**src/rv32i_types.sv**
```systemverilog
package rv32i_types;

typedef logic [31:0] rv32i_word;
typedef logic [255:0] line_t;

// byte offset bits within a 256-bit line
localparam int s_offset = 5;

// upper address half of the counter window
localparam logic [15:0] perf_base = 16'hFFFF;

typedef struct packed {
        logic read;
        logic write;
        rv32i_word addr;
        logic [3:0] wmask;
        rv32i_word wdata;
} core_req_t;

typedef struct packed {
        logic resp;
        rv32i_word rdata;
} core_rsp_t;

typedef struct packed {
        logic read;
        logic write;
        rv32i_word addr;
        line_t wdata;
} line_req_t;

typedef struct packed {
        logic resp;
        line_t rdata;
} line_rsp_t;

typedef enum logic [1:0] {
        cache_idle,
        cache_writeback,
        cache_fill
} cache_state_e;

typedef enum logic [1:0] {
        arb_idle,
        grant_i,
        grant_d
} arb_state_e;

// word offsets in the counter window
typedef enum logic [2:0] {
        perf_icache_hit,
        perf_icache_miss,
        perf_dcache_hit,
        perf_dcache_miss,
        perf_branch_total,
        perf_branch_correct,
        perf_branch_incorrect
} perf_sel_e;

endpackage : rv32i_types

```
**src/l1_cache.sv**
```systemverilog
`timescale 1ns/1ns

module l1_cache
        import rv32i_types::*;
#(
        parameter int s_index = 3
)
(
        input logic clk,
        input logic reset,

        // core side
        input core_req_t core_req,
        output core_rsp_t core_rsp,

        // line side, toward the arbiter
        output line_req_t mem_req,
        input line_rsp_t mem_rsp,

        // event pulses for the counters
        output logic hit,
        output logic miss
);

localparam int s_tag = 32 - s_index - s_offset;
localparam int num_sets = 2 ** s_index;

cache_state_e state;

// storage
logic [s_tag-1:0] tag_array [num_sets];
line_t line_array [num_sets];
logic [num_sets-1:0] valid_array;
logic [num_sets-1:0] dirty_array;

// address fields
logic [s_tag-1:0] req_tag;
logic [s_index-1:0] req_index;
logic [2:0] req_word;

logic access;
logic tag_match;
logic resp_q;
rv32i_word rdata_q;
line_t cur_line;
line_t hit_line;
line_t fill_line;
logic [3:0] fill_mask;

// replace the masked bytes of one word in a line
function automatic line_t merge_word(input line_t line, input logic [2:0] word,
                                     input logic [3:0] wmask, input rv32i_word wdata);
        line_t merged;
        merged = line;
        for (int b = 0; b < 4; b++) begin
                if (wmask[b]) begin
                        merged[word*32 + b*8 +: 8] = wdata[b*8 +: 8];
                end
        end
        return merged;
endfunction

assign req_tag = core_req.addr[31 -: s_tag];
assign req_index = core_req.addr[s_offset +: s_index];
assign req_word = core_req.addr[4:2];

assign cur_line = line_array[req_index];

// a held request is checked once, not again in its resp cycle
assign access = (core_req.read || core_req.write) && !resp_q && state == cache_idle;
assign tag_match = valid_array[req_index] && tag_array[req_index] == req_tag;
assign hit = access && tag_match;
assign miss = access && !tag_match;

assign hit_line = merge_word(cur_line, req_word, core_req.wmask, core_req.wdata);

// on a write miss the store lands in the fresh line directly
assign fill_mask = core_req.write ? core_req.wmask : 4'b0000;
assign fill_line = merge_word(mem_rsp.rdata, req_word, fill_mask, core_req.wdata);

assign core_rsp = '{resp: resp_q, rdata: rdata_q};

// control state
always_ff @(posedge clk) begin
        if (reset) begin
                state <= cache_idle;
                resp_q <= 1'b0;
                valid_array <= '0;
                dirty_array <= '0;
        end else begin
                resp_q <= 1'b0;
                case (state)
                cache_idle: begin
                        if (hit) begin
                                resp_q <= 1'b1;
                                if (core_req.write) begin
                                        dirty_array[req_index] <= 1'b1;
                                end
                        end else if (miss) begin
                                if (valid_array[req_index] && dirty_array[req_index]) begin
                                        state <= cache_writeback;
                                end else begin
                                        state <= cache_fill;
                                end
                        end
                end
                cache_writeback: begin
                        if (mem_rsp.resp) begin
                                dirty_array[req_index] <= 1'b0;
                                state <= cache_fill;
                        end
                end
                cache_fill: begin
                        if (mem_rsp.resp) begin
                                valid_array[req_index] <= 1'b1;
                                dirty_array[req_index] <= core_req.write;
                                resp_q <= 1'b1;
                                state <= cache_idle;
                        end
                end
                default: begin
                        state <= cache_idle;
                end
                endcase
        end
end

// tags, lines and read data
always_ff @(posedge clk) begin
        if (hit) begin
                rdata_q <= cur_line[req_word*32 +: 32];
                if (core_req.write) begin
                        line_array[req_index] <= hit_line;
                end
        end
        if (state == cache_fill && mem_rsp.resp) begin
                tag_array[req_index] <= req_tag;
                line_array[req_index] <= fill_line;
                rdata_q <= mem_rsp.rdata[req_word*32 +: 32];
        end
end

// line request toward the arbiter
always_comb begin
        mem_req = '0;
        case (state)
        cache_writeback: begin
                mem_req.write = 1'b1;
                mem_req.addr = {tag_array[req_index], req_index, {s_offset{1'b0}}};
                mem_req.wdata = cur_line;
        end
        cache_fill: begin
                mem_req.read = 1'b1;
                mem_req.addr = {req_tag, req_index, {s_offset{1'b0}}};
        end
        default: begin
                mem_req = '0;
        end
        endcase
end

endmodule : l1_cache

```
**config.mk**
```make
export PLATFORM = sky130hd
export DESIGN_NAME = l1_cache
export DESIGN_NICKNAME = d
export VERILOG_FILES = /design/src/rv32i_types.sv /design/src/l1_cache.sv
export SDC_FILE = /design/constraint.sdc
export NUM_CORES = 2
export LEC_CHECK = 0
export ABC_CLOCK_PERIOD_IN_PS = 34200
export BUFFER_PORTS_ARGS = -buffer_cell sky130_fd_sc_hd__clkbuf_2
export CORE_AREA = 3 3 447 449
export CTS_CLUSTER_DIAMETER = 100
export DETAILED_ROUTE_END_ITERATION = 12
export DIE_AREA = 0 0 450 452
export GPL_ROUTABILITY_DRIVEN = 1
export PLACE_DENSITY = 0.63
export SYNTH_ARGS = -nofsm -noshare
export SYNTH_HDL_FRONTEND = slang
export SYNTH_SLANG_ARGS = --single-unit
export TNS_END_PERCENT = 50
```
**constraint.sdc**
```tcl
create_clock -name clk -period 34.2 [get_ports clk]
set_input_delay 10.26 -clock clk [delete_from_list [all_inputs] [get_ports clk]]
set_output_delay 10.26 -clock clk [all_outputs]
set_load 0.03 [all_outputs]
```
# After elaboration in Yosys (flattened, before gate mapping)
# Memories as Yosys holds them, arrays and structs flattened.
# Index checks and enable logic that the tools add are counted.
# totals
reg_bits,51
ramBits,2240
inputBits,329
elab_cells,107
memories,2
# memory_table
memory,words,width,read_ports,rd_ports_with_merged_regs,wr,line,source
line_array,8,256,1,0,1,l1_cache.sv:32,line_t line_array [num_sets];
tag_array,8,24,1,0,1,l1_cache.sv:31,logic [s_tag-1:0] tag_array [num_sets];
# classes
add_sub_neg,7
order_cmp,2
eq_ne,9
shifts,10
muxes,50
n_bitwise,5
n_reduce_logical,17
# op_table
cell,count
256-bit 2-to-1 mux,10
256-bit bitwise mux,8
8-bit by 34-bit variable shift with 256-bit output (first input constant),4
8-bit by 34-bit indexed part select with 256-bit output,4
256-bit by 9-bit indexed part select with 32-bit output,2
9-bit negation with 34-bit output,3
32-bit 2-to-1 mux,2
32-bit case mux with 2 select lines,1
8-bit negation with 34-bit output,1
8-bit 2-to-1 mux,4
24-bit == test,1
8-bit case mux with 3 select lines,1
8-bit by 5-bit adder with 9-bit output (second input constant),2
8-bit OR,2
1-bit 2-to-1 mux,12
2-bit != test (second input constant),6
2-bit 2-to-1 mux,5
8-bit by 4-bit adder with 9-bit output (second input constant),1
8-bit AND,1
8-bit bitwise mux,1
1-bit logical AND,8
8-bit NOT,1
1-bit binary-select mux with 3-bit select,2
2-bit case mux with 3 select lines,1
other kinds (16),17

# Logic depth before layout (Yosys ltp)
# depth
word_depth,11
ltp_mapped,14
mapped_depth_nobuf,9

# Worst setup path before layout
# OpenSTA, ideal clock, no wires.
# synth_timing
path_kind,input to output
from,input port core_req[41] (netlist name)
to,output port hit
arrival_time_ns,12.690
required_ns,23.940
path_slack_ns,11.250
stages,10
path_buffers,2
cell_sequence,buf_6 > buf_2 > mux4_2 > mux2i_1 > xor2_1 > nand3_1 > nor4_1 > nand4_1 > or4_4 > inv_1
# synth_between
elab_chain_cells,4
word_cells_on_any_way,6
# synth_lines
element,line,source
"start, declared",l1_cache.sv:13,"input core_req_t core_req,"
memory 8 x 24 bit or 1-bit binary-select mux with 3-bit select (tied branches),n/a,
24-bit == test or 1-bit 2-to-1 mux (tied branches),l1_cache.sv:71,assign tag_match = valid_array[req_index] && tag_array[req_index] == req_tag;
1-bit logical AND *,l1_cache.sv:71,
1-bit logical AND *,l1_cache.sv:72,assign hit = access && tag_match;
"end, declared",l1_cache.sv:21,"output logic hit,"
# Every way passes the cells marked *; elsewhere a longest branch is shown, timed or not. The select of a mux whose other input is x is not followed.

==> run summary <==
Top cell by count, worst path: buf_4
Share of cells above drive strength 1: 0.2093
Total Routed Length: 380600 microns
Tcrit/Tclk final: 0.7512
Total core area: 196600 sq um
Starting Density: 0.4874
# rows: 163
Routed vias/inst: 7.068
Port Buffers: 646
Cell count after placement: 9144
Power Total: 0.007028 W
Worst-path clk slew: 0.06 ns
Worst Path Arrival: 15.43 ns
Reg2reg setup slack: 27.75 ns
Final std cells w/o fill: 9615
YS warnings: 0
GRT Overall Usage: 0.3666
Post-synthesis sequential area ratio: 0.7160
CP cell instances: buf_8 -> inv_1 -> buf_4 -> nor2_4 -> buf_4 -> buf_4 -> buf_4 -> a22o_1 -> a221oi_1 -> and3_1 -> nor2_1 -> clkbuf_2
Max Cap Viol: 2
Initial antenna violation count: 62
Iteration-0 DRC Markers: 11622
Nets: 7069
H-tree depth: 4
Largest net degree at the start of global routing: 124
Layout Cell Area excl Fill: 109800 sq um
Clock tree root driver cell: clkbuf_16
Vias in the first global route: 62839
CP endpoint kind: output port
Commonest cells after routing, fill and taps aside: 2272 x edfxtp_1, 981 x a22oi_1, 640 x clkbuf_2, 313 x o21ai_0, 265 x nor2_1
DRT Pass-1 Iters: 11
Post-synthesis register bit count: 2291
Clock skew: 0.05170 ns
Critical path fanouts, max: 68
Static leakage: 36.02 nW
Failing checks: max-capacitance violations, max-slew violations
WP data required: 23.94 ns
Clk buf depth: 3
RSZ-0062 raised after global routing: no
# setup viols final: 0
Detail Route Antenna Nets: 0
Hold Path Stages: 1
Max Freq: 38.92 MHz
CP max-delay cell: nor2_4
EDFF count, synth: 2272
Worst Hold End: valid_array[2]$_SDFFE_PP0P_
Worst hold path type: flip-flop to flip-flop
Hold Fails Final Rpt: 0
FFs w/ async S/R, synth: 0
Via Count: 67955
Die Area: 203400 sq um
Setup Buffers After CTS: 0
CTS Buf Count: 224
Post-synth cell types: 68
Max VDD drop: 0.05313 mV
Die Width: 450 microns
DP Area: 102100 sq um
Measured slew at the worst slew-check pin: 1.569 ns
Clock Sinks: 2291
Reg2reg path depth: 10
Top FF cell, synth: edfxtp_1
Outcome: finished, violations left
Worst slew margin: -0.05707
Most common cell after layout, fill and taps aside: edfxtp_1
Global-route wire length before repair: 519100 microns
DR DRC count: 0
Critical path class: input pin to output port
Mapped Area: 95820 sq um
Hold Startpoint: valid_array[2]$_SDFFE_PP0P_
Worst path max stage delay: 0.81 ns
PwrDens: 63.99 nW/um^2
Critical R2R Launch: tag_array[2][14]$_DFFE_PP_
Placer Congestion: 0.9803
PostCTS Resize Cnt: 0
Area delta synth->final: 14.61%
Syn_area_per_cell: 15.50 sq um
Post-DP HPWL: 240200 microns
Clock tree from TritonCTS: done
Syn Inst Count: 6184
Final Critical Period: 25.69 ns
Setup TNS: 0 ns
Reg2reg end: line_array[6][206]$_DFFE_PP_
Worst-skew pair later-pin latency: 0.90 ns
Total grt overflow: 0
CP startpoint kind: input pin
Final Slew Violations: 4
Drt wl/cell: 39.58 microns
# IOs: 654
Die height: 452 microns
Hold_buf cts: 0
-- state kept, by name, summed over array words and instances, names as in the netlist --
name and cells:
resp_q 1, tag_array 192, dirty_array 8, state 2, valid_array 8, line_array 2048
rdata_q 32
-- worst max path at each step --
| stage | from | endpoint | slack, ns |
|---|---|---|---|
| 6_report | core_req[42] | mem_req[109] | 8.51 |
| 5_1_grt | core_req[42] | mem_req[109] | 8.55 |
| 4_1_cts | core_req[42] | mem_req[109] | 8.65 |
| 3_5_place_dp | core_req[41] | mem_req[233] | 8.65 |
| 3_3_place_gp | core_req[41] | mem_req[233] | 8.65 |
| 2_1_floorplan | core_req[41] | hit | 11.25 |
-- where the power goes --
group / internal (W) / switching (W) / total, W
clock: 0.00148 / 0.00109 / 0.00256
sequential: 0.00339 / 0.0000294 / 0.00342
combinational: 0.000258 / 0.000791 / 0.00105
-- final cells by class --
| type | instances | area (sq um) |
|---|---|---|
| repair buffers | 801 | 4641 |
| fillers | 15630 | 86780 |
| well taps | 2640 | 3303 |
| clock inverters | 147 | 1795 |
| multi-input cells | 3338 | 25220 |
| diodes | 53 | 132.6 |
| clock buffers | 271 | 5833 |
| flip-flops and latches | 2291 | 68610 |
| inverters | 74 | 285.3 |
-- kinds of logic after synthesis --
group | after synthesis | synth area share
DFF | 2291 | 0.7160
AOI/OAI and AO/OA | 2038 | 0.1507
and+or+nand+nor | 914 | 0.04851
buffers and inverters | 559 | 0.02333
muxes | 362 | 0.05932
adders and majority gates | 10 | 0.001306
xor gates and xnor gates | 9 | 0.0008227
other | 1 | 0.00003913
-- per-stage QoR --
stage            util  setup slack [ns]  hold slack (ns)
2_1_floorplan       -             11.25           0.4352
3_3_place_gp   0.5191             8.652           0.4408
3_5_place_dp   0.5191             8.646           0.4527
4_1_cts        0.5579             8.648           0.4661
5_1_grt        0.5583             8.554           0.4896
6_report       0.5586             8.508           0.4660
-- metal layers --
metal	up-vias	track usage	part of all wire
met5	-	0.005131	0.00040
met4	22	0.2821	0.096
met3	1350	0.1040	0.13
met2	5762	0.5466	0.44
met1	34115	0.4537	0.33
li1	26706	-	-
-- critical path, delay by kind of cell --
family / cells / cell delay [ns]
AOI/OAI and AO/OA: 2 / 0.26
buffers and inverters: 7 / 2.85
and+or+nand+nor: 3 / 1.86
-- Yosys cell counts, types with 42 or more instances --
| master | instances | share of area |
|---|---|---|
| a211oi_1 | 74 | 0.0058 |
| a21oi_1 | 207 | 0.011 |
| mux4_2 | 153 | 0.036 |
| nand3_1 | 59 | 0.0031 |
| and4_1 | 42 | 0.0038 |
| nor2_1 | 282 | 0.011 |
| buf_1 | 85 | 0.0033 |
| buf_2 | 50 | 0.0026 |
| a22o_1 | 70 | 0.0064 |
| nand4_1 | 94 | 0.0061 |
| clkbuf_1 | 332 | 0.013 |
| a221o_1 | 84 | 0.0088 |
| a22oi_1 | 981 | 0.077 |
| and3_1 | 45 | 0.0029 |
| nand2_1 | 152 | 0.0060 |
| mux2i_1 | 92 | 0.0096 |
| a31oi_1 | 49 | 0.0032 |
| a221oi_1 | 130 | 0.012 |
| edfxtp_1 | 2272 | 0.71 |
| and2_1 | 155 | 0.010 |
| inv_1 | 68 | 0.0027 |
| o21ai_0 | 317 | 0.017 |
| mux2_2 | 117 | 0.014 |
(Power assumes the default switching activity.)
