**src/rv32i_types.sv**
```systemverilog
package rv32i_types;

typedef logic [31:0] rv32i_word;
typedef logic [255:0] line_t;

// byte offset bits within a 256-bit line
localparam int s_offset = 5;

// upper address half of the counter window
localparam logic [15:0] perf_base = 16'hFFFF;

typedef struct packed {
        logic read;
        logic write;
        rv32i_word addr;
        logic [3:0] wmask;
        rv32i_word wdata;
} core_req_t;

typedef struct packed {
        logic resp;
        rv32i_word rdata;
} core_rsp_t;

typedef struct packed {
        logic read;
        logic write;
        rv32i_word addr;
        line_t wdata;
} line_req_t;

typedef struct packed {
        logic resp;
        line_t rdata;
} line_rsp_t;

typedef enum logic [1:0] {
        cache_idle,
        cache_writeback,
        cache_fill
} cache_state_e;

typedef enum logic [1:0] {
        arb_idle,
        grant_i,
        grant_d
} arb_state_e;

// word offsets in the counter window
typedef enum logic [2:0] {
        perf_icache_hit,
        perf_icache_miss,
        perf_dcache_hit,
        perf_dcache_miss,
        perf_branch_total,
        perf_branch_correct,
        perf_branch_incorrect
} perf_sel_e;

endpackage : rv32i_types

```
**src/perf_counter.sv**
```systemverilog
`timescale 1ns/1ns

module perf_counter
        import rv32i_types::*;
(
        input logic clk,
        input logic reset,

        // port B in, dcache out
        input core_req_t core_req,
        output core_rsp_t core_rsp,
        output core_req_t cache_req,
        input core_rsp_t cache_rsp,

        // cache events
        input logic icache_hit,
        input logic icache_miss,
        input logic dcache_hit,
        input logic dcache_miss,

        // branch counts kept outside
        input rv32i_word branch_total_count,
        input rv32i_word branch_correct_count,
        input rv32i_word branch_incorrect_count,
        output logic branch_total_reset,
        output logic branch_correct_reset,
        output logic branch_incorrect_reset
);

perf_sel_e sel;
logic in_window;
logic access;
logic clear;
logic [3:0] events;
rv32i_word event_count [4];
rv32i_word sel_data;
logic resp_q;
rv32i_word rdata_q;

assign in_window = core_req.addr[31:16] == perf_base;
assign sel = perf_sel_e'(core_req.addr[4:2]);
assign access = (core_req.read || core_req.write) && in_window && !resp_q;
assign clear = access && core_req.write;

// bit order follows perf_sel_e
assign events = {dcache_miss, dcache_hit, icache_miss, icache_hit};

// window accesses never reach the dcache
always_comb begin
        cache_req = core_req;
        cache_req.read = core_req.read && !in_window;
        cache_req.write = core_req.write && !in_window;
end

always_comb begin
        case (sel)
        perf_icache_hit: sel_data = event_count[0];
        perf_icache_miss: sel_data = event_count[1];
        perf_dcache_hit: sel_data = event_count[2];
        perf_dcache_miss: sel_data = event_count[3];
        perf_branch_total: sel_data = branch_total_count;
        perf_branch_correct: sel_data = branch_correct_count;
        perf_branch_incorrect: sel_data = branch_incorrect_count;
        default: sel_data = '0;
        endcase
end

always_ff @(posedge clk) begin
        if (reset) begin
                resp_q <= 1'b0;
                branch_total_reset <= 1'b0;
                branch_correct_reset <= 1'b0;
                branch_incorrect_reset <= 1'b0;
                for (int i = 0; i < 4; i++) begin
                        event_count[i] <= '0;
                end
        end else begin
                resp_q <= access;
                branch_total_reset <= clear && sel == perf_branch_total;
                branch_correct_reset <= clear && sel == perf_branch_correct;
                branch_incorrect_reset <= clear && sel == perf_branch_incorrect;
                // a clear wins over an event in the same cycle
                for (int i = 0; i < 4; i++) begin
                        if (clear && sel == perf_sel_e'(i)) begin
                                event_count[i] <= '0;
                        end else if (events[i]) begin
                                event_count[i] <= event_count[i] + 1'b1;
                        end
                end
        end
end

always_ff @(posedge clk) begin
        if (access) begin
                rdata_q <= sel_data;
        end
end

assign core_rsp.resp = resp_q || cache_rsp.resp;
assign core_rsp.rdata = resp_q ? rdata_q : cache_rsp.rdata;

endmodule : perf_counter

```
**config.mk**
```make
export PLATFORM = sky130hd
export DESIGN_NAME = perf_counter
export DESIGN_NICKNAME = d
export VERILOG_FILES = /design/src/rv32i_types.sv /design/src/perf_counter.sv
export SDC_FILE = /design/constraint.sdc
export NUM_CORES = 1
export LEC_CHECK = 0
export BUFFER_PORTS_ARGS = -buffer_cell sky130_fd_sc_hd__buf_2
export CAP_MARGIN = 20
export CELL_PAD_IN_SITES_DETAIL_PLACEMENT = 0
export CELL_PAD_IN_SITES_GLOBAL_PLACEMENT = 1
export CORE_MARGIN = 5
export CORE_UTILIZATION = 40
export DETAILED_ROUTE_END_ITERATION = 8
export GPL_ROUTABILITY_DRIVEN = 0
export GPL_TIMING_DRIVEN = 0
export PLACE_DENSITY = 0.78
export SYNTH_ARGS = -nofsm -noshare
export SYNTH_HDL_FRONTEND = slang
export SYNTH_SLANG_ARGS = --single-unit
```
**constraint.sdc**
```tcl
create_clock -name clk -period 4.9 [get_ports clk]
set_input_delay 0.98 -clock clk [delete_from_list [all_inputs] [get_ports clk]]
set_output_delay 0.98 -clock clk [all_outputs]
set_load 0.02 [all_outputs]
```
Word-level counts from Yosys, hierarchy flattened
Memory sizes are Yosys's and may differ from the RTL's.
Index checks and enable logic that the tools add are counted.
{"block": "word_totals", "ff_bits": 36, "latchBits": 0, "ram_bits": 128, "rom_bits": 0, "inputBits": 205, "out_inout_bits": 106, "word_cells": 82, "memories": 1}
{"name": "event_count", "words": 4, "width": 32, "read_ports": 4, "rd_clocked_by_memory_dff": 0, "write_ports": 4, "line": "perf_counter.sv:35", "text": "rv32i_word event_count [4];"}
{"block": "op_classes", "add_sub_neg": 4, "n_mul": 0, "div": 0, "n_lt_le_gt_ge": 0, "n_eq_ne": 7, "shift": 0, "n_mux": 40, "bitwise": 8, "n_reduce_logical": 17}
{"operator": "two-way mux 32 bit", "count": 9}
{"operator": "case mux 32 bit (7 select lines)", "count": 1}
{"operator": "adder 32 x 1 -> 32 bit, second input constant", "count": 4}
{"operator": "two-way mux 1 bit", "count": 30}
{"operator": "== test 16 bit, second input constant", "count": 1}
{"operator": "logical AND 1 bit", "count": 12}
{"operator": "== test 3 bit, second input constant", "count": 3}
{"operator": "bitwise OR 1 bit", "count": 8}
{"operator": "== test 3 x 2 -> 1 bit, second input constant", "count": 2}
{"operator": "== test 3 x 1 -> 1 bit, second input constant", "count": 1}
{"operator": "zero test 3 bit", "count": 1}
{"operator": "zero test 1 bit", "count": 2}
{"operator": "logical OR 1 bit", "count": 2}

Longest topological paths before layout
Gate-level depths: netlist of the first run.
{"block": "logic_depth", "word_depth": 10, "mapped_depth": 8, "mapped_depth_nobuf": 6}

Worst setup path before layout of the first run
No wires, ideal clock.
{"block": "synth_path", "kind": "input port to flip-flop", "startpoint": "input core_req[59] in the netlist's numbering", "endpoint": "register rdata_q[0], enable pin", "setup_ns": 0.470, "arrival_time_ns": 4.023, "required_ns": 4.430, "path_slack_ns": 0.408, "cell_stages": 3, "n_path_buf": 0, "cell_sequence": "nand4_1 nor4_4 nor3b_1"}
{"block": "synth_via", "elab_chain_cells": 3}
{"element": "start, declared", "line": "perf_counter.sv:10", "text": "input core_req_t core_req,"}
{"element": "== test 16 bit", "line": "perf_counter.sv:40", "text": "assign in_window = core_req.addr[31:16] == perf_base;"}
{"element": "logical AND 1 bit (2 in a row)", "line": "perf_counter.sv:42", "text": "assign access = (core_req.read || core_req.write) && in_window && !resp_q;"}
{"element": "named net access", "line": "perf_counter.sv:32", "text": "logic access;"}
{"element": "end signal, assigned", "line": "perf_counter.sv:95", "text": "rdata_q <= sel_data;"}
{"element": "end, declared", "line": "perf_counter.sv:38", "text": "rv32i_word rdata_q;"}
The timed path passes the listed nets, and every way through them passes these cells.
A chain may end at the register's enable or synchronous reset.

==> out/qor.csv, run 1 <==
metric,value,unit
antenna_violations_before_repair,1,
design.final.nets,1533,
drtIter0Drc,1001,
synth-seq-area-share,46.20,%
clk-insertion-delay-late,0.44,ns
synthAdderAreaFrac,0.4734,%
area_growth_syn_to_layout,22.46,%
port_buffers,259,
yosys_register_bits,164,
leak,5.093,nW
cts_hold_buffers,0,
timing_hold_violations_final,0,
status,finished clean,
io-pin-count,311,
critical_path.cell_chain,clkbuf_1 -> clkbuf_1 -> mux2_2 -> buf_2,
number_of_resized_instances_in_the_post_cts_repair_step,0,
x_dimension_of_the_die,172.6,um
top_cell_family_by_delay_on_the_critical_path,buffers and inverters,
initial_core_utilization,40.57,%
tot_gr_track_use,24.83,%
synthFlopType,sky130_fd_sc_hd__edfxtp_1,
detailed_routing_iteration_count_for_the_pre_antenna_repair_pass,5,
gr-total-overflow,0,
tritoncts_num_sinks,164,
crit_path_end_kind,output pin,
syn_inst,1042,
post_synth_instance_area,0.01057,mm2
cell_count_after_placement,1640,
synth-simple-area-share,21.02,%
finalCritPeriodShare,70.00,%
fill_cells,2424,
synthesis.nets,1251,
share_of_the_synthesized_netlist_area_taken_by_xor_and_xnor_gates,9.444,%
cts_tree,done,
critical_path.max_fanout,10,
hold_slack,0.6326,ns
p_per_area,277.2,mW/mm2
dpl.hpwl,30.26,mm
yosys-mux-area-fraction,6.746,%
synth_cell_types,47,
clock_transition_at_the_registers_of_the_reported_paths,0.07,ns
layout_min_cycle_time,3.430,ns
grt_max_degree,33,
irDropWorstVdd,218.7,uV
cts_buffer_depth,2,
setup_violations,0,
min_delay_worst_type,reg -> reg,
rsz_0062_raised_after_global_routing,false,
post_synth.cell_area_avg,10.15,um2
critical_path.n_buffers_inverters,3,
layoutNonFillerInstCount,1673,
drtAntennaViolNets,0,
design.die.area,0.02978,mm2
htree_levels,4,
cts.root.buffer_cell,sky130_fd_sc_hd__clkbuf_16,
worst_ep_required_time,3.92,ns
post-layout-total-power,3.589,mW
global_route_wire_length_before_repair,56.68,mm
num_vias,9334,
synth_compound_gate_area_share,8.533,%
drv.max_cap_violation_count,0,
final_max_slew_viol_count,0,
wl_per_cell,22.93,um
worst_slew_pin_slew,1.002,ns
final_layout_size_suffix_gt1_share,34.48,%
worst_path_max_delay_cell,sky130_fd_sc_hd__clkbuf_1,
number_of_global_route_vias_before_repair,9104,
path_class,reg -> out,
asyncSetResetFlopFracSynth,0,%
yosysWarningCount,0,
numCtsBuffers,17,
placeableCoreArea,0.02606,mm2
cts_post_setup_buffers_inserted,0,
timing.critical_path.from_type,register,
clock.fmax,0.2915,GHz
synth_edf_count,160,
cpMostUsedCell,sky130_fd_sc_hd__clkbuf_1,
routed_wirelength,38.37,mm
floorplan.rows,59,
largest_family_of_logic_cells_by_synthesized_area,simple AND/OR/NAND/NOR gates,
fin_skew,0.008582,ns
die_height,172.6,um
timing.critical_path.arrival,2.45,ns
max_slew_margin,32.61,%
post-route-drc-count,0,
slowest_delay,0.57,ns
routed_via_density,5.579,
-- per-stage QoR --
| stage | utilization, % | instance area (um2) | setup WS, ns | setup TNS, ns |
|---|---|---|---|---|
| 3_3_place_gp | 47.16 | 12290 | -1.264 | -41.42 |
| 5_1_grt | 49.69 | 12950 | 1.428 | 0 |
| 3_5_place_dp | 47.49 | 12380 | 1.276 | 0 |
| 4_1_cts | 49.68 | 12940 | 1.454 | 0 |
| 2_1_floorplan | - | 10570 | 0.4075 | 0 |
| 6_report | 49.69 | 12950 | 1.470 | 0 |
-- routing by layer --
metal | up-vias | GRT usage (%) | share of wire [%] | wire, um
met3 | 67 | 6.376 | 10 | 3835
met5 | - | 0 | 0 | 0
met4 | 0 | 10.27 | 3.9 | 1483
li1 | 4310 | - | - | -
met2 | 497 | 39.99 | 47 | 18040
met1 | 4460 | 31.91 | 39 | 15000
-- worst paths after layout --
check / startpoint / endpoint / slack [ns] / depth (start not counted)
max reg2reg: resp_q$_SDFF_PP0_ / event_count[2][10]$_SDFFCE_PN0P_ / 2.07 / 4
min: event_count[0][0]$_SDFFCE_PN0P_ / event_count[0][0]$_SDFFCE_PN0P_ / 0.63 / 1
min reg2reg: event_count[0][0]$_SDFFCE_PN0P_ / event_count[0][0]$_SDFFCE_PN0P_ / 0.63 / 1
max: resp_q$_SDFF_PP0_ / core_rsp[14] / 1.47 / 4
-- state kept, by name, indices dropped and copies added (netlist names) --
signal / cells
event_count: 128
branch_correct_reset: 1
rdata_q: 32
branch_total_reset: 1
branch_incorrect_reset: 1
resp_q: 1
-- kinds of logic after synthesis --
family                   count (synthesis)
AND/OR/NAND/NOR                        432
flip-flops                             164
buffers and inverters                  132
AO/OA/AOI/OAI                          131
XOR/XNOR                               114
multiplexers                            65
adder cells (fa/ha/maj)                  4
-- layout make-up --
cell class                      count  area (um2)  area share (%)
Timing Repair Buffer              263        1374           10.61
Tap cell                          335       419.2           3.237
Antenna cell                        1       2.502         0.01933
Buffer                            123       768.2           5.934
Multi-Input combinational cell    746        4896           37.81
Clock inverter                     13       126.4          0.9760
Clock buffer                       19       442.9           3.421
Sequential cell                   164        4885           37.73
Inverter                            9       33.78          0.2609
-- power breakdown --
group          switching [mW]  internal (mW)  leakage, nW
sequential              0.107           1.62         1.74
combinational           0.311          0.230         3.09
clock                   0.601          0.719        0.266
-- cells in the mapped netlist, drive strengths merged, types with 21 or more instances --
cell,instances,area share (%)
nor2,181,6.5
edfxtp,160,45
buf,105,6.5
xor2,73,6.0
nand3,64,3.1
nand4,45,2.8
nand2,42,1.5
xnor2,41,3.4
mux2,40,4.3
a21oi,36,1.7
a22o,28,2.3
a22oi,28,2.0
mux2i,24,2.3
o21ai,22,1.0
and3,21,1.3
-- layout by cell type, fill, tap and decap left out, types with 3 or more instances in the layout --
cell type,count
sky130_fd_sc_hd__a21oi_1,35
sky130_fd_sc_hd__a221o_1,7
sky130_fd_sc_hd__a221oi_1,7
sky130_fd_sc_hd__a22o_1,28
sky130_fd_sc_hd__a22oi_1,28
sky130_fd_sc_hd__and2_1,5
sky130_fd_sc_hd__and3_1,20
sky130_fd_sc_hd__and4_1,14
sky130_fd_sc_hd__buf_1,6
sky130_fd_sc_hd__buf_2,290
sky130_fd_sc_hd__buf_4,68
sky130_fd_sc_hd__clkbuf_1,16
sky130_fd_sc_hd__clkbuf_16,17
sky130_fd_sc_hd__clkinv_4,5
sky130_fd_sc_hd__clkinvlp_4,4
sky130_fd_sc_hd__dfxtp_1,4
sky130_fd_sc_hd__edfxtp_1,160
sky130_fd_sc_hd__ha_1,4
sky130_fd_sc_hd__inv_1,9
sky130_fd_sc_hd__mux2_2,40
sky130_fd_sc_hd__mux2i_1,24
sky130_fd_sc_hd__nand2_1,42
sky130_fd_sc_hd__nand3_1,62
sky130_fd_sc_hd__nand3b_1,3
sky130_fd_sc_hd__nand4_1,44
sky130_fd_sc_hd__nor2_1,179
sky130_fd_sc_hd__nor2b_1,12
sky130_fd_sc_hd__nor3_1,13
sky130_fd_sc_hd__nor3_2,4
sky130_fd_sc_hd__nor3b_1,3
sky130_fd_sc_hd__nor4_1,5
sky130_fd_sc_hd__nor4_2,3
sky130_fd_sc_hd__nor4_4,4
sky130_fd_sc_hd__o21ai_0,22
sky130_fd_sc_hd__or2_2,3
sky130_fd_sc_hd__or3_1,6
sky130_fd_sc_hd__xnor2_1,41
sky130_fd_sc_hd__xor2_1,73
Note: power is estimated with default switching activity, not from simulation.
==> inputs of run 2 (changes only) <==
- ABC_AREA: unset -> 1
- CORE_UTILIZATION: 40 -> 38
- clock period: 4.9 -> 3.2 ns (I/O delays scaled with it)
==> out/qor.csv, run 2 <==
metric,value,unit,change
antenna_violations_before_repair,1,,unchanged
x_dimension_of_the_die,187.0,um,+8.3%
port_buffers,260,,+0.39%
numCtsBuffers,17,,unchanged
drtIter0Drc,1021,,+2.0%
layout_min_cycle_time,2.742,ns,
synth_cell_types,33,,-30%
global_route_wire_length_before_repair,69.99,mm,+23%
crit_path_end_kind,register,,
synth_top_cells_by_count,"sky130_fd_sc_hd__nand2_1, sky130_fd_sc_hd__nor2_1, sky130_fd_sc_hd__inv_1",,
register_ranked_first_by_flip_flop_count,event_count,,
asyncSetResetFlopFracSynth,0,%,unchanged
area_fraction_of_the_dominant_cell_type_after_synthesis,40.37,%,-5.1 points
gr-total-overflow,0,,unchanged
number_of_resized_instances_in_the_post_cts_repair_step,0,,unchanged
design.die.area,0.03496,mm2,+17%
routed_wirelength,47.49,mm,+24%
drtAntennaViolNets,0,,unchanged
most-common-layout-cells,"sky130_fd_sc_hd__nand2_1, sky130_fd_sc_hd__nor2_1, sky130_fd_sc_hd__buf_2",,
synth.most_common_cell,sky130_fd_sc_hd__nand2_1,,
post_synth_instance_area,0.01190,mm2,+13%
initial_core_utilization,38.70,%,-1.9 points
slowest_delay,0.79,ns,+0.22 ns
final_layout_size_suffix_gt1_share,21.68,%,-13 points
post_synth.cell_area_avg,7.062,um2,-30%
cpMostUsedCell,sky130_fd_sc_hd__nand2_1,,
setup_violations,0,,unchanged
final_max_slew_viol_count,0,,unchanged
critical_path.max_fanout,17,,+7
timing.critical_path.from_type,primary input,,
worst_path_max_delay_cell,sky130_fd_sc_hd__nand3b_1,,
yosys_register_bits,164,,unchanged
area_growth_syn_to_layout,21.10,%,
synthFlopType,sky130_fd_sc_hd__edfxtp_1,,
synthesis.nets,1894,,+51%
cts_tree,done,,
number_of_global_route_vias_before_repair,11450,,+26%
cts_buffer_depth,2,,unchanged
leak,6.136,nW,+20%
yosysWarningCount,0,,unchanged
irDropWorstVdd,378.5,uV,+73%
floorplan.rows,64,,+8.5%
worst_slew_pin_slew,1.019,ns,+0.01703 ns
placeableCoreArea,0.03075,mm2,+18%
worst_ep_required_time,3.34,ns,-0.58 ns
critical_path.cell_chain,buf_2 -> nand2_1 -> nor2_1 -> nand2_1 -> nor2_2 -> nand4_1 -> nand3b_1 -> buf_8,,
post-route-drc-count,0,,unchanged
timing_hold_violations_final,0,,unchanged
clock_transition_at_the_registers_of_the_reported_paths,0.06,ns,about the same
finalCritPeriodShare,85.69,%,
synth-seq-area-share,41.05,%,-5.2 points
cell_count_after_placement,2347,,+43%
tot_gr_track_use,26.36,%,+1.5 points
dpl.hpwl,39.59,mm,+31%
drv.max_cap_violation_count,0,,unchanged
tritoncts_num_sinks,164,,unchanged
path_class,in -> reg,,
htree_levels,4,,unchanged
cts_hold_buffers,0,,unchanged
syn_inst,1685,,+62%
die_height,187.0,um,+8.3%
num_vias,11910,,+28%
hold_slack,0.4828,ns,-0.1498 ns
cts.root.buffer_cell,sky130_fd_sc_hd__clkbuf_16,,
p_per_area,391.7,mW/mm2,+41%
largestRegisters,"event_count (128), rdata_q (32)",,
synth_edf_count,160,,unchanged
fin_skew,0.01565,ns,+0.007063 ns
routed_via_density,5.000,,-10%
max_slew_margin,32.09,%,-0.52 points
min_delay_worst_type,in -> reg,,
clk-insertion-delay-late,0.45,ns,about the same
grt_max_degree,24,,-27%
largest_reg_flops,128,,unchanged
layout.cells.most_common,sky130_fd_sc_hd__nand2_1,,
layoutNonFillerInstCount,2381,,+42%
timing.critical_path.arrival,2.88,ns,+0.43 ns
io-pin-count,311,,unchanged
clock.fmax,0.3647,GHz,
cts_post_setup_buffers_inserted,0,,unchanged
status,finished clean,,
detailed_routing_iteration_count_for_the_pre_antenna_repair_pass,5,,unchanged
design.final.nets,2179,,+42%
rsz_0062_raised_after_global_routing,false,,
wl_per_cell,19.94,um,-13%
synth_top_cell_by_area,sky130_fd_sc_hd__edfxtp_1,,
post_synth_main_area_contributors,"sky130_fd_sc_hd__edfxtp_1, sky130_fd_sc_hd__nand2_1, sky130_fd_sc_hd__nor2_1",,
run 2: final cells by class:
cell class | count | area, um2
fillers | 3253 | 16340
diodes | 2 | 5.005
well taps | 396 | 495.5
clock buffers | 17 | 425.4
multi-input cells | 1221 | 5543
flip-flops and latches | 164 | 4885
plain buffers | 105 | 740.7
clock inverters | 15 | 168.9
inverters | 195 | 732.0
repair buffers | 266 | 1416
run 2: metrics by stage:
stage	TNS [ns]	power, mW	instance area [um2]	util (%)	setup slack (ns)
after floorplan	0	3.119	11900	-	0.6671
after global placement	-34.90	3.520	13700	44.54	-0.3432
after detailed placement	0	3.538	13810	44.92	0.008881
after CTS	0	5.665	14410	46.85	0.4639
after global routing	0	5.849	14410	46.86	0.3537
final	0	5.645	14410	46.87	0.4581
run 2: logic make-up after synthesis:
kind of cell,share of synthesized area [%]
fa+ha+maj,0.4206
buf+inv,12.38
compound gates,4.994
simple gates,36.31
flops,41.05
xor+xnor,4.857
run 2: worst max-delay path: cells and delay by family:
family | cells | cell delay [ns]
simple gates | 6 | 1.84
buf+inv | 2 | 0.39
run 2: where the power goes:
| part | switching (mW) | leakage [nW] | internal (mW) |
|---|---|---|---|
| combinational | 0.543 | 4.11 | 0.331 |
| clock | 0.969 | 0.289 | 1.17 |
| sequential | 0.147 | 1.74 | 2.48 |
run 2: path summary, 6_finish.rpt:
path	to	slack, ns	cells past startpoint	from
worst max-delay path	event_count[2][14]$_SDFFCE_PN0P_	0.46	8	core_req[53]
worst min-delay path	resp_q$_SDFF_PP0_	0.48	2	reset
worst max register to register	event_count[2][14]$_SDFFCE_PN0P_	0.57	5	resp_q$_SDFF_PP0_
worst min register to register	event_count[3][0]$_SDFFCE_PN0P_	0.62	1	event_count[3][0]$_SDFFCE_PN0P_
run 2: routing by layer:
| layer | track usage (%) | share of wire [%] | up-vias | routed length, um |
|---|---|---|---|---|
| met1 | 34.19 | 41 | 5504 | 19460 |
| li1 | - | - | 5825 | - |
| met5 | 0 | 0 | - | 0 |
| met4 | 8.191 | 2.8 | 0 | 1337 |
| met3 | 4.927 | 7.9 | 56 | 3748 |
| met2 | 44.82 | 48 | 520 | 22940 |
