===== src/rv32i_types.sv =====
package rv32i_types;

typedef logic [31:0] rv32i_word;
typedef logic [255:0] line_t;

// byte offset bits within a 256-bit line
localparam int s_offset = 5;

// upper address half of the counter window
localparam logic [15:0] perf_base = 16'hFFFF;

typedef struct packed {
        logic read;
        logic write;
        rv32i_word addr;
        logic [3:0] wmask;
        rv32i_word wdata;
} core_req_t;

typedef struct packed {
        logic resp;
        rv32i_word rdata;
} core_rsp_t;

typedef struct packed {
        logic read;
        logic write;
        rv32i_word addr;
        line_t wdata;
} line_req_t;

typedef struct packed {
        logic resp;
        line_t rdata;
} line_rsp_t;

typedef enum logic [1:0] {
        cache_idle,
        cache_writeback,
        cache_fill
} cache_state_e;

typedef enum logic [1:0] {
        arb_idle,
        grant_i,
        grant_d
} arb_state_e;

// word offsets in the counter window
typedef enum logic [2:0] {
        perf_icache_hit,
        perf_icache_miss,
        perf_dcache_hit,
        perf_dcache_miss,
        perf_branch_total,
        perf_branch_correct,
        perf_branch_incorrect
} perf_sel_e;

endpackage : rv32i_types


===== src/l1_arbiter.sv =====
`timescale 1ns/1ns

module l1_arbiter
        import rv32i_types::*;
(
        input logic clk,
        input logic reset,

        // icache
        input line_req_t req_i,
        output line_rsp_t rsp_i,

        // dcache
        input line_req_t req_d,
        output line_rsp_t rsp_d,

        // physical memory
        output line_req_t pmem_req,
        input line_rsp_t pmem_rsp
);

arb_state_e state;

logic pending_i;
logic pending_d;
logic done;

assign pending_i = req_i.read || req_i.write;
assign pending_d = req_d.read || req_d.write;
assign done = pmem_rsp.resp && state != arb_idle;

// grant taken only from idle, dcache first
always_ff @(posedge clk) begin
        if (reset) begin
                state <= arb_idle;
        end else begin
                case (state)
                arb_idle: begin
                        if (pending_d) begin
                                state <= grant_d;
                        end else if (pending_i) begin
                                state <= grant_i;
                        end
                end
                grant_i, grant_d: begin
                        if (done) begin
                                state <= arb_idle;
                        end
                end
                default: begin
                        state <= arb_idle;
                end
                endcase
        end
end

// route the grantee only
always_comb begin
        case (state)
        grant_i: pmem_req = req_i;
        grant_d: pmem_req = req_d;
        default: pmem_req = '0;
        endcase
end

// read data is shared, resp goes to the grantee
always_comb begin
        rsp_i.rdata = pmem_rsp.rdata;
        rsp_d.rdata = pmem_rsp.rdata;
        rsp_i.resp = pmem_rsp.resp && state == grant_i;
        rsp_d.resp = pmem_rsp.resp && state == grant_d;
end

endmodule : l1_arbiter


===== config.mk =====
export PLATFORM = sky130hd
export DESIGN_NAME = l1_arbiter
export DESIGN_NICKNAME = d
export VERILOG_FILES = /design/src/rv32i_types.sv /design/src/l1_arbiter.sv
export SDC_FILE = /design/constraint.sdc
export NUM_CORES = 1
export LEC_CHECK = 0
export BUFFER_PORTS_ARGS = -buffer_cell sky130_fd_sc_hd__buf_4
export CAP_MARGIN = 40
export CORE_AREA = 5 5 645 647
export DETAILED_ROUTE_END_ITERATION = 10
export DIE_AREA = 0 0 650 652
export GPL_TIMING_DRIVEN = 0
export HOLD_SLACK_MARGIN = 0.08
export PLACE_DENSITY = 0.3
export SLEW_MARGIN = 20
export SYNTH_ARGS = -nofsm -noshare
export SYNTH_HDL_FRONTEND = slang
export SYNTH_SLANG_ARGS = --single-unit

===== constraint.sdc =====
create_clock -name clk -period 1.6 [get_ports clk]
set_input_delay 0.08 -clock clk [delete_from_list [all_inputs] [get_ports clk]]
set_output_delay 0.08 -clock clk [all_outputs]
set_load 0.05 [all_outputs]

* Word level (Yosys, flattened, before mapping)
Index checks and enable logic that the tools add are counted.
Storage, ports and cells: flip-flop bits (word level) 2, input bits 839, output and inout port bits 804, logic and storage cells 19
Cells by class: eq/ne operators 4, multiplexer cells 5, reduce and logical (&&, ||, !) cells 9
Operators with widths (count):
- $pmux 290 s2 | 1
- $mux 2 | 3
- $pmux 2 s2 | 1
- $logic_and 1x1->1 | 3
- $ne 3x3->1 const B | 1
- $eq 2x1->1 const B | 1
- $eq 2x2->1 const B | 1
- $logic_not 2->1 | 1
- $logic_or 1x1->1 | 2
- $ne 2x2->1 const B | 1
- $reduce_and 2->1 | 1
- $reduce_bool 2->1 | 1
- $reduce_or 2->1 | 1

* Longest topological paths before layout
Gate-level depths: netlist (run 1).
depth after elaboration 4, mapped depth 6, depth with buffers taken out 5

* Least setup slack after synthesis (run 1)
OpenSTA, ideal clock, no wires.
kind reg2out, start point reg state[0], end point out pmem_req[100] (netlist bit), arrival 1.806 ns, required time 1.520 ns, setup slack -0.286 ns, stages on the path, launching flop included 6, buffers on the path 2, cell sequence dfxtp_1 > inv_1 > ha_1 > buf_4 > clkbuf_1 > nor2b_1
RTL lines:
- start: declaration | RTL line l1_arbiter.sv:22 | arb_state_e state;
- start signal: assignment | RTL line l1_arbiter.sv:35 | state <= arb_idle;
- start signal: assignment | RTL line l1_arbiter.sv:40 | state <= grant_d;
- start signal: assignment | RTL line l1_arbiter.sv:42 | state <= grant_i;
- end: declaration | RTL line l1_arbiter.sv:18 | output line_req_t pmem_req,

==> metrics.txt, run 1 <==
worst-case clock buffer depth 2; Cells after Synth 1206; Mean Syn Cell Area 7.17 µm²; Routed Wire Length 272000 µm; DRC errors left 0; CP max-delay cell a22oi_2; DRT iter0 DRCs 793; placer congestion estimate 0.931; top cells by area, synth buf_4 (45%), a22oi_1 (25%), nor2b_1 (21%), buf_6 (4.0%), buf_2 (2.4%); critical path startpoint category register; share of post-route cells with drive strength above 1 96.8%; HP Start req_d[288]; H-tree levels 1; first drt pass iteration count 5; Final nets 3554; violated checks setup timing; final hold slack 0.362 ns; Detail Placement HPWL 253000 µm; root buf cell clkbuf_16; P&R area growth vs syn 287%; Most flops, register state; # IOs 1643; Final Setup Violations 292; Syn Nets 2048; Initial Utilization 2.12%; top cell type's share of synthesized area 44.7%; Hold WC Path Type primary input to register; Tot GR Track Use 12.0%; routed len/inst 33.1 µm; FF-to-FF setup slack 0.06 ns; vias per inst 1.98; worst r2r src state[0]$_SDFFE_PP0P_; number of port buffers 1386; FF-to-FF End state[1]$_SDFFE_PP0P_; Yosys top cell by area buf_4; vias in the first global route 16200; Largest stage delay, worst path 0.54 ns; measured slew at the worst slew-check pin 0.628 ns; MaxCap Viol Count 0; outcome finished, violations left; leading cell type in the layout, fill and taps excluded buf_4; post-synthesis cell type count 17; die area 424000 µm²; CP Capture Type primary output; Leakage 12.9 nW; crit-path max FO 10; largest net degree at the start of global routing 11; RSZ-0062 raised after global routing true; Clk Latency, worst-skew pair 0.22 ns; CP Cell Sequence inv_4 > ha_4 > buf_12 > buf_16 > a22oi_2 > nor2b_2 > buf_6; total CTS buffers 3; Top Registers state x2; Worst EP arrival 2.05 ns; first-pass GRT wire length 305000 µm; Worst Setup Path Type register to primary output; vias 16200; clock sinks 2; sequential cell area 47.5 µm²; post-layout util 8.19%; max reg flops 2; commonest non-fill, non-tap cells in the layout buf_4 (1636), buf_6 (212), nor2b_4 (212), a22oi_2 (211), buf_8 (136); Synth warnings 0; CTS tree done; Final Hold Fails 0; multi-input combinational cell area 7000 µm²; Overflow after GRT 0; synthesized cell area 8650 µm²; PD cells 1550 nW/µm²; Die X 650 µm; Hold Crit Depth 4; Slew HR 58.2%; post-route clock period utilization 133%; WP data required 1.52 ns; FMAX 0.470 GHz; end of the worst hold path state[0]$_SDFFE_PP0P_; Reg clk slew, reported paths 0.03 ns; sequential fraction of the synthesis area 0.463%; standard-cell rows 235; die height 652 µm; Antenna Violating Nets Remaining 0; Tmin final 2.13 ns; antenna violations before repair 213; Slew Limit Fails 0; clk_skew 0.00147 ns; Seq cells post-synth 2; CORE AREA 409000 µm²; Reg2Reg Depth 6; final-layout fill cell count 47700; Final WS setup -0.528 ns; Max VDD drop 0.638 mV
## per-stage QoR
step	area, µm²	std cells	power [mW]	worst slack (ns)	TNS, ns
3_5_place_dp	27900	8063	38.9	-1.25	-246.18
3_3_place_gp	27500	8043	38.1	-1.67	-262.05
2_1_floorplan	10300	1206	22.4	-0.134	-0.134
6_report	33500	8215	52.0	-0.528	-105.31
4_1_cts	31600	8131	50.3	-0.586	-122.46
5_1_grt	33400	8185	54.4	-0.579	-125.17
## cell usage after synthesis
library cell / number
and2_1: 2
buf_2: 41
a32oi_1: 1
or4b_1: 1
o31ai_1: 1
buf_4: 515
ha_1: 3
nor2b_1: 290
a22oi_1: 291
a21o_1: 1
nor2_1: 2
buf_6: 31
inv_1: 2
a211oi_1: 1
dfxtp_1: 2
nand2b_1: 1
clkbuf_1: 21
## final cells by class
type / instances / share of cell area, %
timing repair buffer: 1513 / 42.0
multi-input combinational: 594 / 20.9
tap: 5451 / 20.4
buffer: 596 / 15.9
antenna: 54 / 0.404
clock buffer: 3 / 0.224
sequential: 2 / 0.142
inverter: 2 / 0.0448
## routing by layer
metal,share of wire [%],wire length [µm],GRT usage [%]
met4,1.9,5190,1.52
met2,53,145000,22.9
met3,11,29800,5.82
met5,0.29,785,0
met1,34,91400,12.0
## timing repair
| item | in CTS | in global routing |
|---|---|---|
| pin swaps | 18 | 28 |
| buffers inserted | 46 | 37 |
| gates cloned | 19 | 11 |
| endpoints found under the setup margin | 294 | 294 |
| gates resized for setup | 663 | 350 |
| hold buffers | 1 | 0 |
| hold endpoints to repair | 2 | 0 |
## worst max path at each step
stage,start,endpoint,slack (ns)
final,state[0]$_SDFFE_PP0P_,pmem_req[284],-0.53
after global routing,state[1]$_SDFFE_PP0P_,pmem_req[287],-0.58
after CTS,state[0]$_SDFFE_PP0P_,pmem_req[287],-0.59
after detailed placement,state[0]$_SDFFE_PP0P_,pmem_req[113],-1.25
after global placement,state[0]$_SDFFE_PP0P_,pmem_req[275],-1.67
after floorplan,state[0]$_SDFFE_PP0P_,pmem_req[100],-0.13
## report_power, final
part | total, mW | leakage (nW) | switching, mW | internal [mW]
clock | 0.377 | 0.0373 | 0.0590 | 0.318
combinational | 51.5 | 12.8 | 28.4 | 23.1
sequential | 0.128 | 0.0178 | 0.0392 | 0.0888
total | 52.0 | 12.9 | 28.5 | 23.5
## cell families after synthesis
family          after synthesis  synth area share [%]
compound gates              295                  25.6
fa+ha+maj                     3                 0.434
buf+inv                     610                  52.1
flops                         2                 0.463
simple gates                296                  21.4
## worst max-delay path, delay by kind of cell, from the launching register on
family          cells  cell delay (ns)
simple gates        1             0.14
fa+ha+maj           1             0.18
buf+inv             4             0.55
flops               1             0.36
compound gates      1             0.54
No activity file was read; power rests on OpenSTA's default activity.
==> inputs of run 2 (changes only) <==
Settings changed: CTS_BUF_LIST set to sky130_fd_sc_hd__clkbuf_16, RECOVER_POWER set to 100, SKIP_LAST_GASP set to 1.
==> metrics.txt, run 2 (same netlist as run 1, synthesis figures left out) <==
outcome finished, violations left; violated checks setup timing; Antenna Violating Nets Remaining 0 (unchanged); # IOs 1643 (unchanged); Routed Wire Length 271000 µm (-0.30%); total power 51.5 mW (-1.0%); Top Registers state x2; CORE AREA 409000 µm² (unchanged); vias in the first global route 16200 (-0.17%); antenna violations before repair 210 (-1.4%); commonest non-fill, non-tap cells in the layout buf_4 (1132), clkbuf_1 (509), buf_6 (215), nor2b_4 (214), a22oi_2 (174); combinational power share 99.0% (about the same); CTS tree done; Setup crit end pmem_req[42]; Seq pwr share 0.2% (about the same); Detail Placement HPWL 253000 µm (unchanged); Placed Cells 8063 (unchanged); Final Cell Area 31400 µm² (-6.3%); Reg2Reg Depth 6 (unchanged); standard-cell rows 235 (unchanged); Tot GR Track Use 12.0% (about the same); DRC errors left 0 (unchanged); share of post-route cells with drive strength above 1 76.6% (-20 points); measured slew at the worst slew-check pin 1.46 ns (+0.829 ns); Final nets 3561 (+0.20%); P&R area growth vs syn 263%; critical path startpoint category register; net switching power 28.4 mW (-0.43%); Slew HR 3.29% (-55 points); multi-input combinational cell area 6820 µm² (-2.6%); vias per inst 1.98 (about the same); die area 424000 µm² (unchanged); clk_skew 0.00154 ns (+0.0000685 ns); final-layout fill cell count 48300 (+1.1%); leading cell type in the layout, fill and taps excluded buf_4; CP Capture Type primary output; worst-case clock buffer depth 2 (unchanged); Final Setup Violations 292 (unchanged); Worst Setup Path Type register to primary output; first drt pass iteration count 5 (unchanged); Most flops, register state; worst r2r src state[0]$_SDFFE_PP0P_; first-pass GRT wire length 305000 µm (about the same); Hold WC Path Type primary input to register; routed len/inst 32.9 µm (-0.42%); PD cells 1640 nW/µm² (+5.6%); Worst EP arrival 2.07 ns (+0.02 ns); WP data required 1.52 ns (about the same); Tmin final 2.15 ns (+0.0263 ns); Slew Limit Fails 0 (unchanged); clock sinks 2 (unchanged); Int Pwr 23.1 mW (-1.7%); area post-placement 27900 µm² (unchanged); Max VDD drop 0.646 mV (+1.3%); number of port buffers 1386 (unchanged); max reg flops 2 (unchanged); total CTS buffers 3 (unchanged); sw frac 55.1% (+0.32 points); MaxCap Viol Count 0 (unchanged); crit-path max FO 10 (unchanged); share of total power in the clock network 0.7% (about the same); die height 652 µm (unchanged); sequential cell area 47.5 µm² (unchanged); DRT iter0 DRCs 922 (+16%); FF-to-FF End state[1]$_SDFFE_PP0P_; Overflow after GRT 0 (unchanged); CP startpoint state[1]$_SDFFE_PP0P_; FMAX 0.464 GHz (-1.2%); Initial Utilization 2.12% (unchanged); Reg clk slew, reported paths 0.03 ns (about the same); root buf cell clkbuf_16; non-filler instance count after layout 8225 (+0.12%); placer congestion estimate 0.931 (unchanged); Final Hold Fails 0 (unchanged); post-route clock period utilization 135% (+1.6 points); largest net degree at the start of global routing 11 (unchanged); vias 16300 (+0.14%); Final WS setup -0.554 ns (-0.0263 ns); Clk Latency, worst-skew pair 0.22 ns (about the same); final hold slack 0.353 ns (-0.00960 ns); Die X 650 µm (unchanged); RSZ-0062 raised after global routing true; H-tree levels 1 (unchanged); Leakage 11.0 nW (-14%); FF-to-FF setup slack 0.06 ns (about the same)
==> run 2: cell count changes in the layout (fill, tap and decap cells not counted), moves of 3 or more <==
cell / previous run / this run
buf_6: 212 / 215
buf_12: 76 / 71
a22oi_2: 211 / 174
clkbuf_1: 0 / 509
diode_2: 54 / 57
a22oi_1: 80 / 117
buf_4: 1636 / 1132
==> run 2: how the worst min path moves through the flow <==
| stage | start | end | slack (ns) | cells past startpoint |
|---|---|---|---|---|
| after floorplan | reset | state[0]$_SDFFE_PP0P_ | 0.15 | 1 |
| after detailed placement | reset | state[0]$_SDFFE_PP0P_ | 0.28 | 2 |
| after global routing | req_d[288] | state[0]$_SDFFE_PP0P_ | 0.37 | 4 |
| final | req_d[288] | state[0]$_SDFFE_PP0P_ | 0.35 | 4 |
| after CTS | req_d[288] | state[0]$_SDFFE_PP0P_ | 0.33 | 4 |
| after global placement | reset | state[0]$_SDFFE_PP0P_ | 0.28 | 2 |
==> run 2: repair_timing <==
item / 4_1_cts / 5_1_grt
gates resized for setup: 591 / 371
hold buffers: 1 / 0
endpoints found under the setup margin: 294 / 294
pin swaps: 18 / 22
cloned: 19 / 10
hold endpoints to repair: 2 / 0
buffers inserted: 46 / 43
==> run 2: through the flow <==
step	utilization (%)	setup slack, ns	TNS [ns]
after global placement	6.74	-1.67	-262.05
after global routing	7.65	-0.580	-128.16
after floorplan	-	-0.134	-0.134
final	7.67	-0.554	-111.08
after detailed placement	6.81	-1.25	-246.18
after CTS	7.66	-0.586	-127.99
==> run 2: area by class of cell <==
class	instances	share of cell area, %
Buffer	598	17.0
Inverter	2	0.0478
Timing Repair Buffer	1518	38.7
Multi-Input combinational cell	594	21.7
Tap cell	5451	21.7
Sequential cell	2	0.151
Clock buffer	3	0.239
Antenna cell	57	0.454
==> run 2: layer usage <==
metal	wire, µm	track usage (%)
met5	815	0
met4	4960	1.47
met3	31200	5.86
met1	89800	12.0
met2	144000	22.9
==> run 2: worst max-delay path: stages, from the launching register on <==
cell,delay (ns)
dfxtp_4,0.36
inv_6,0.05
ha_4,0.18
buf_4,0.14
buf_12,0.14
buf_6,0.16
a22oi_1,0.53
nor2b_4,0.08
buf_8,0.17
==> run 2: power by group through the flow <==
stage          sequential, mW  combinational, mW  clock (mW)
6_report                0.128               51.0       0.377
2_1_floorplan          0.0840               22.4           0
3_3_place_gp           0.0852               38.0           0
4_1_cts                 0.121               49.3       0.380
3_5_place_dp           0.0864               38.8           0
5_1_grt                 0.130               53.4       0.387
==> inputs of run 3 (changes only) <==
Settings changed: GPL_TIMING_DRIVEN 0 to not set, SETUP_SLACK_MARGIN set to 0.05.
==> metrics.txt, run 3 (same netlist as run 1, synthesis figures left out) <==
worst r2r src state[0]$_SDFFE_PP0P_; Worst EP arrival 2.01 ns (-0.06 ns); Tot GR Track Use 10.6% (-1.4 points); first-pass GRT wire length 266000 µm (-13%); FF-to-FF setup slack -0.10 ns (-0.16 ns); Slew HR 75.3% (+72 points); number of port buffers 874 (-37%); Initial Utilization 2.12% (unchanged); Hold WC Path Type primary input to primary output; CP startpoint state[0]$_SDFFE_PP0P_; root buf cell clkbuf_16; post-route clock period utilization 130% (-4.2 points); violated checks setup timing; DRC errors left 0 (unchanged); max reg flops 2 (unchanged); Final WS setup -0.487 ns (+0.0671 ns); Clk Latency, worst-skew pair 0.22 ns (about the same); crit-path max FO 11 (+1); leading cell type in the layout, fill and taps excluded buf_4; Die X 650 µm (unchanged); share of post-route cells with drive strength above 1 84.5% (+7.9 points); CORE AREA 409000 µm² (unchanged); Max VDD drop 0.872 mV (+35%); CP Capture Type primary output; worst-case clock buffer depth 2 (unchanged); CTS tree done; Detail Placement HPWL 226000 µm (-11%); final-layout fill cell count 48200 (-0.027%); placer congestion estimate 0.832 (-11%); MaxCap Viol Count 0 (unchanged); vias in the first global route 11700 (-28%); routed len/inst 34.2 µm (+4.0%); non-filler instance count after layout 7137 (-13%); PD cells 1690 nW/µm² (+3.2%); vias 12600 (-22%); first drt pass iteration count 5 (unchanged); HP Start pmem_rsp[62]; met3 Use GR 11.5% (+5.7 points); Overflow after GRT 0 (unchanged); outcome finished, violations left; combinational power share 98.8% (-0.2 points); FMAX 0.479 GHz (+3.2%); Final Hold Fails 0 (unchanged); WP data required 1.52 ns (about the same); Final Setup Violations 293 (+0.34%); Slew Limit Fails 0 (unchanged); Antenna Violating Nets Remaining 0 (unchanged); Leakage 7.44 nW (-33%); Final nets 2516 (-29%); standard-cell rows 235 (unchanged); die area 424000 µm² (unchanged); RSZ-0062 raised after global routing true; P&R area growth vs syn 168%; Top Registers state x2; critical path startpoint category register; Global Route met1 Usage 8.11% (-3.9 points); share of total power in the clock network 1.0% (+0.3 points); DRT iter0 DRCs 1074 (+16%); met2 Use GR 18.5% (-4.4 points); clk_skew 0.000508 ns (-0.00103 ns); antenna violations before repair 178 (-15%); net switching power 21.1 mW (-26%); measured slew at the worst slew-check pin 0.371 ns (-1.09 ns); Placed Cells 7061 (-12%); Reg clk slew, reported paths 0.03 ns (about the same); # IOs 1643 (unchanged); vias per inst 1.77 (-10%); H-tree levels 1 (unchanged); die height 652 µm (unchanged); Most flops, register state; Int Pwr 18.2 mW (-21%); Routed Wire Length 244000 µm (-9.8%); commonest non-fill, non-tap cells in the layout buf_4 (888), nor2b_4 (272), a22oi_1 (248), buf_6 (78), buf_12 (45); sw frac 53.7% (-1.4 points); total CTS buffers 3 (unchanged); largest net degree at the start of global routing 51 (+40); final hold slack 0.160 ns (-0.192 ns); Worst Setup Path Type register to primary output; Tmin final 2.09 ns (-0.0671 ns); Seq pwr share 0.3% (about the same); GRT busiest layer met2; clock sinks 2 (unchanged)
run 3: changes by cell type in the layout (fill, tap and decap cells not counted), sizes merged:
cell,delta
buf,-531
diode,-43
bufbuf,+1
clkbuf,-515
run 3: timing repair:
| action | CTS | global route |
|---|---|---|
| endpoints found under the setup margin | 293 | 294 |
| gates resized for setup | 57 | 132 |
| setup buffers | 11 | 19 |
| pin swaps | 7 | 3 |
| cloned | 5 | 27 |
| hold buffers | 1 | 0 |
| endpoints found under the hold margin | 1 | 0 |
run 3: through the flow:
stage                     utilization [%]  cell area [µm²]  worst slack (ns)  TNS (ns)  power (mW)
final                                5.68            23200            -0.487   -114.13        39.3
after global routing                 5.67            23200            -0.520   -130.51        40.9
after CTS                            5.35            21900            -0.523   -116.87        35.3
after detailed placement             5.21            21300            -0.604    -69.50        32.9
after global placement               5.21            21300            -0.681    -83.51        32.8
after floorplan                         -            10700           -0.0225   -0.0225        23.8
run 3: power by group through the flow:
stage	clock network (mW)	logic (mW)	registers, mW
after detailed placement	0	32.8	0.0914
final	0.383	38.8	0.106
after CTS	0.391	34.8	0.0950
after global routing	0.398	40.4	0.109
after global placement	0	32.7	0.0944
after floorplan	0	23.7	0.0840
run 3: metal layers:
metal / wire [µm] / vias up
li1: - / 4578
met1: 64600 / 5677
met2: 119000 / 1808
met3: 55300 / 477
met4: 4750 / 88
met5: 925 / -
run 3: worst paths after layout:
check                     endpoint  depth (start not counted)
min reg2reg  state[0]$_SDFFE_PP0P_                          3
min                      rsp_i[62]                          0
max                  pmem_req[249]                          8
max reg2reg  state[1]$_SDFFE_PP0P_                          6
run 3: layout make-up:
cell class	instances	area, µm²	area share (%)
Inverter	2	10.0	0.0431
Tap cell	5451	6820	29.4
Antenna cell	14	35.0	0.151
Timing Repair Buffer	1071	9800	42.2
Sequential cell	2	42.5	0.183
Clock buffer	3	75.1	0.323
Multi-Input combinational cell	594	6440	27.7
run 3: critical path: stages (launching register included):
cell,delay [ns]
dfxtp_2,0.36
inv_4,0.06
buf_6,0.12
ha_4,0.32
buf_16,0.17
buf_12,0.16
clkbuf_16,0.15
nor2b_4,0.13
buf_4,0.20
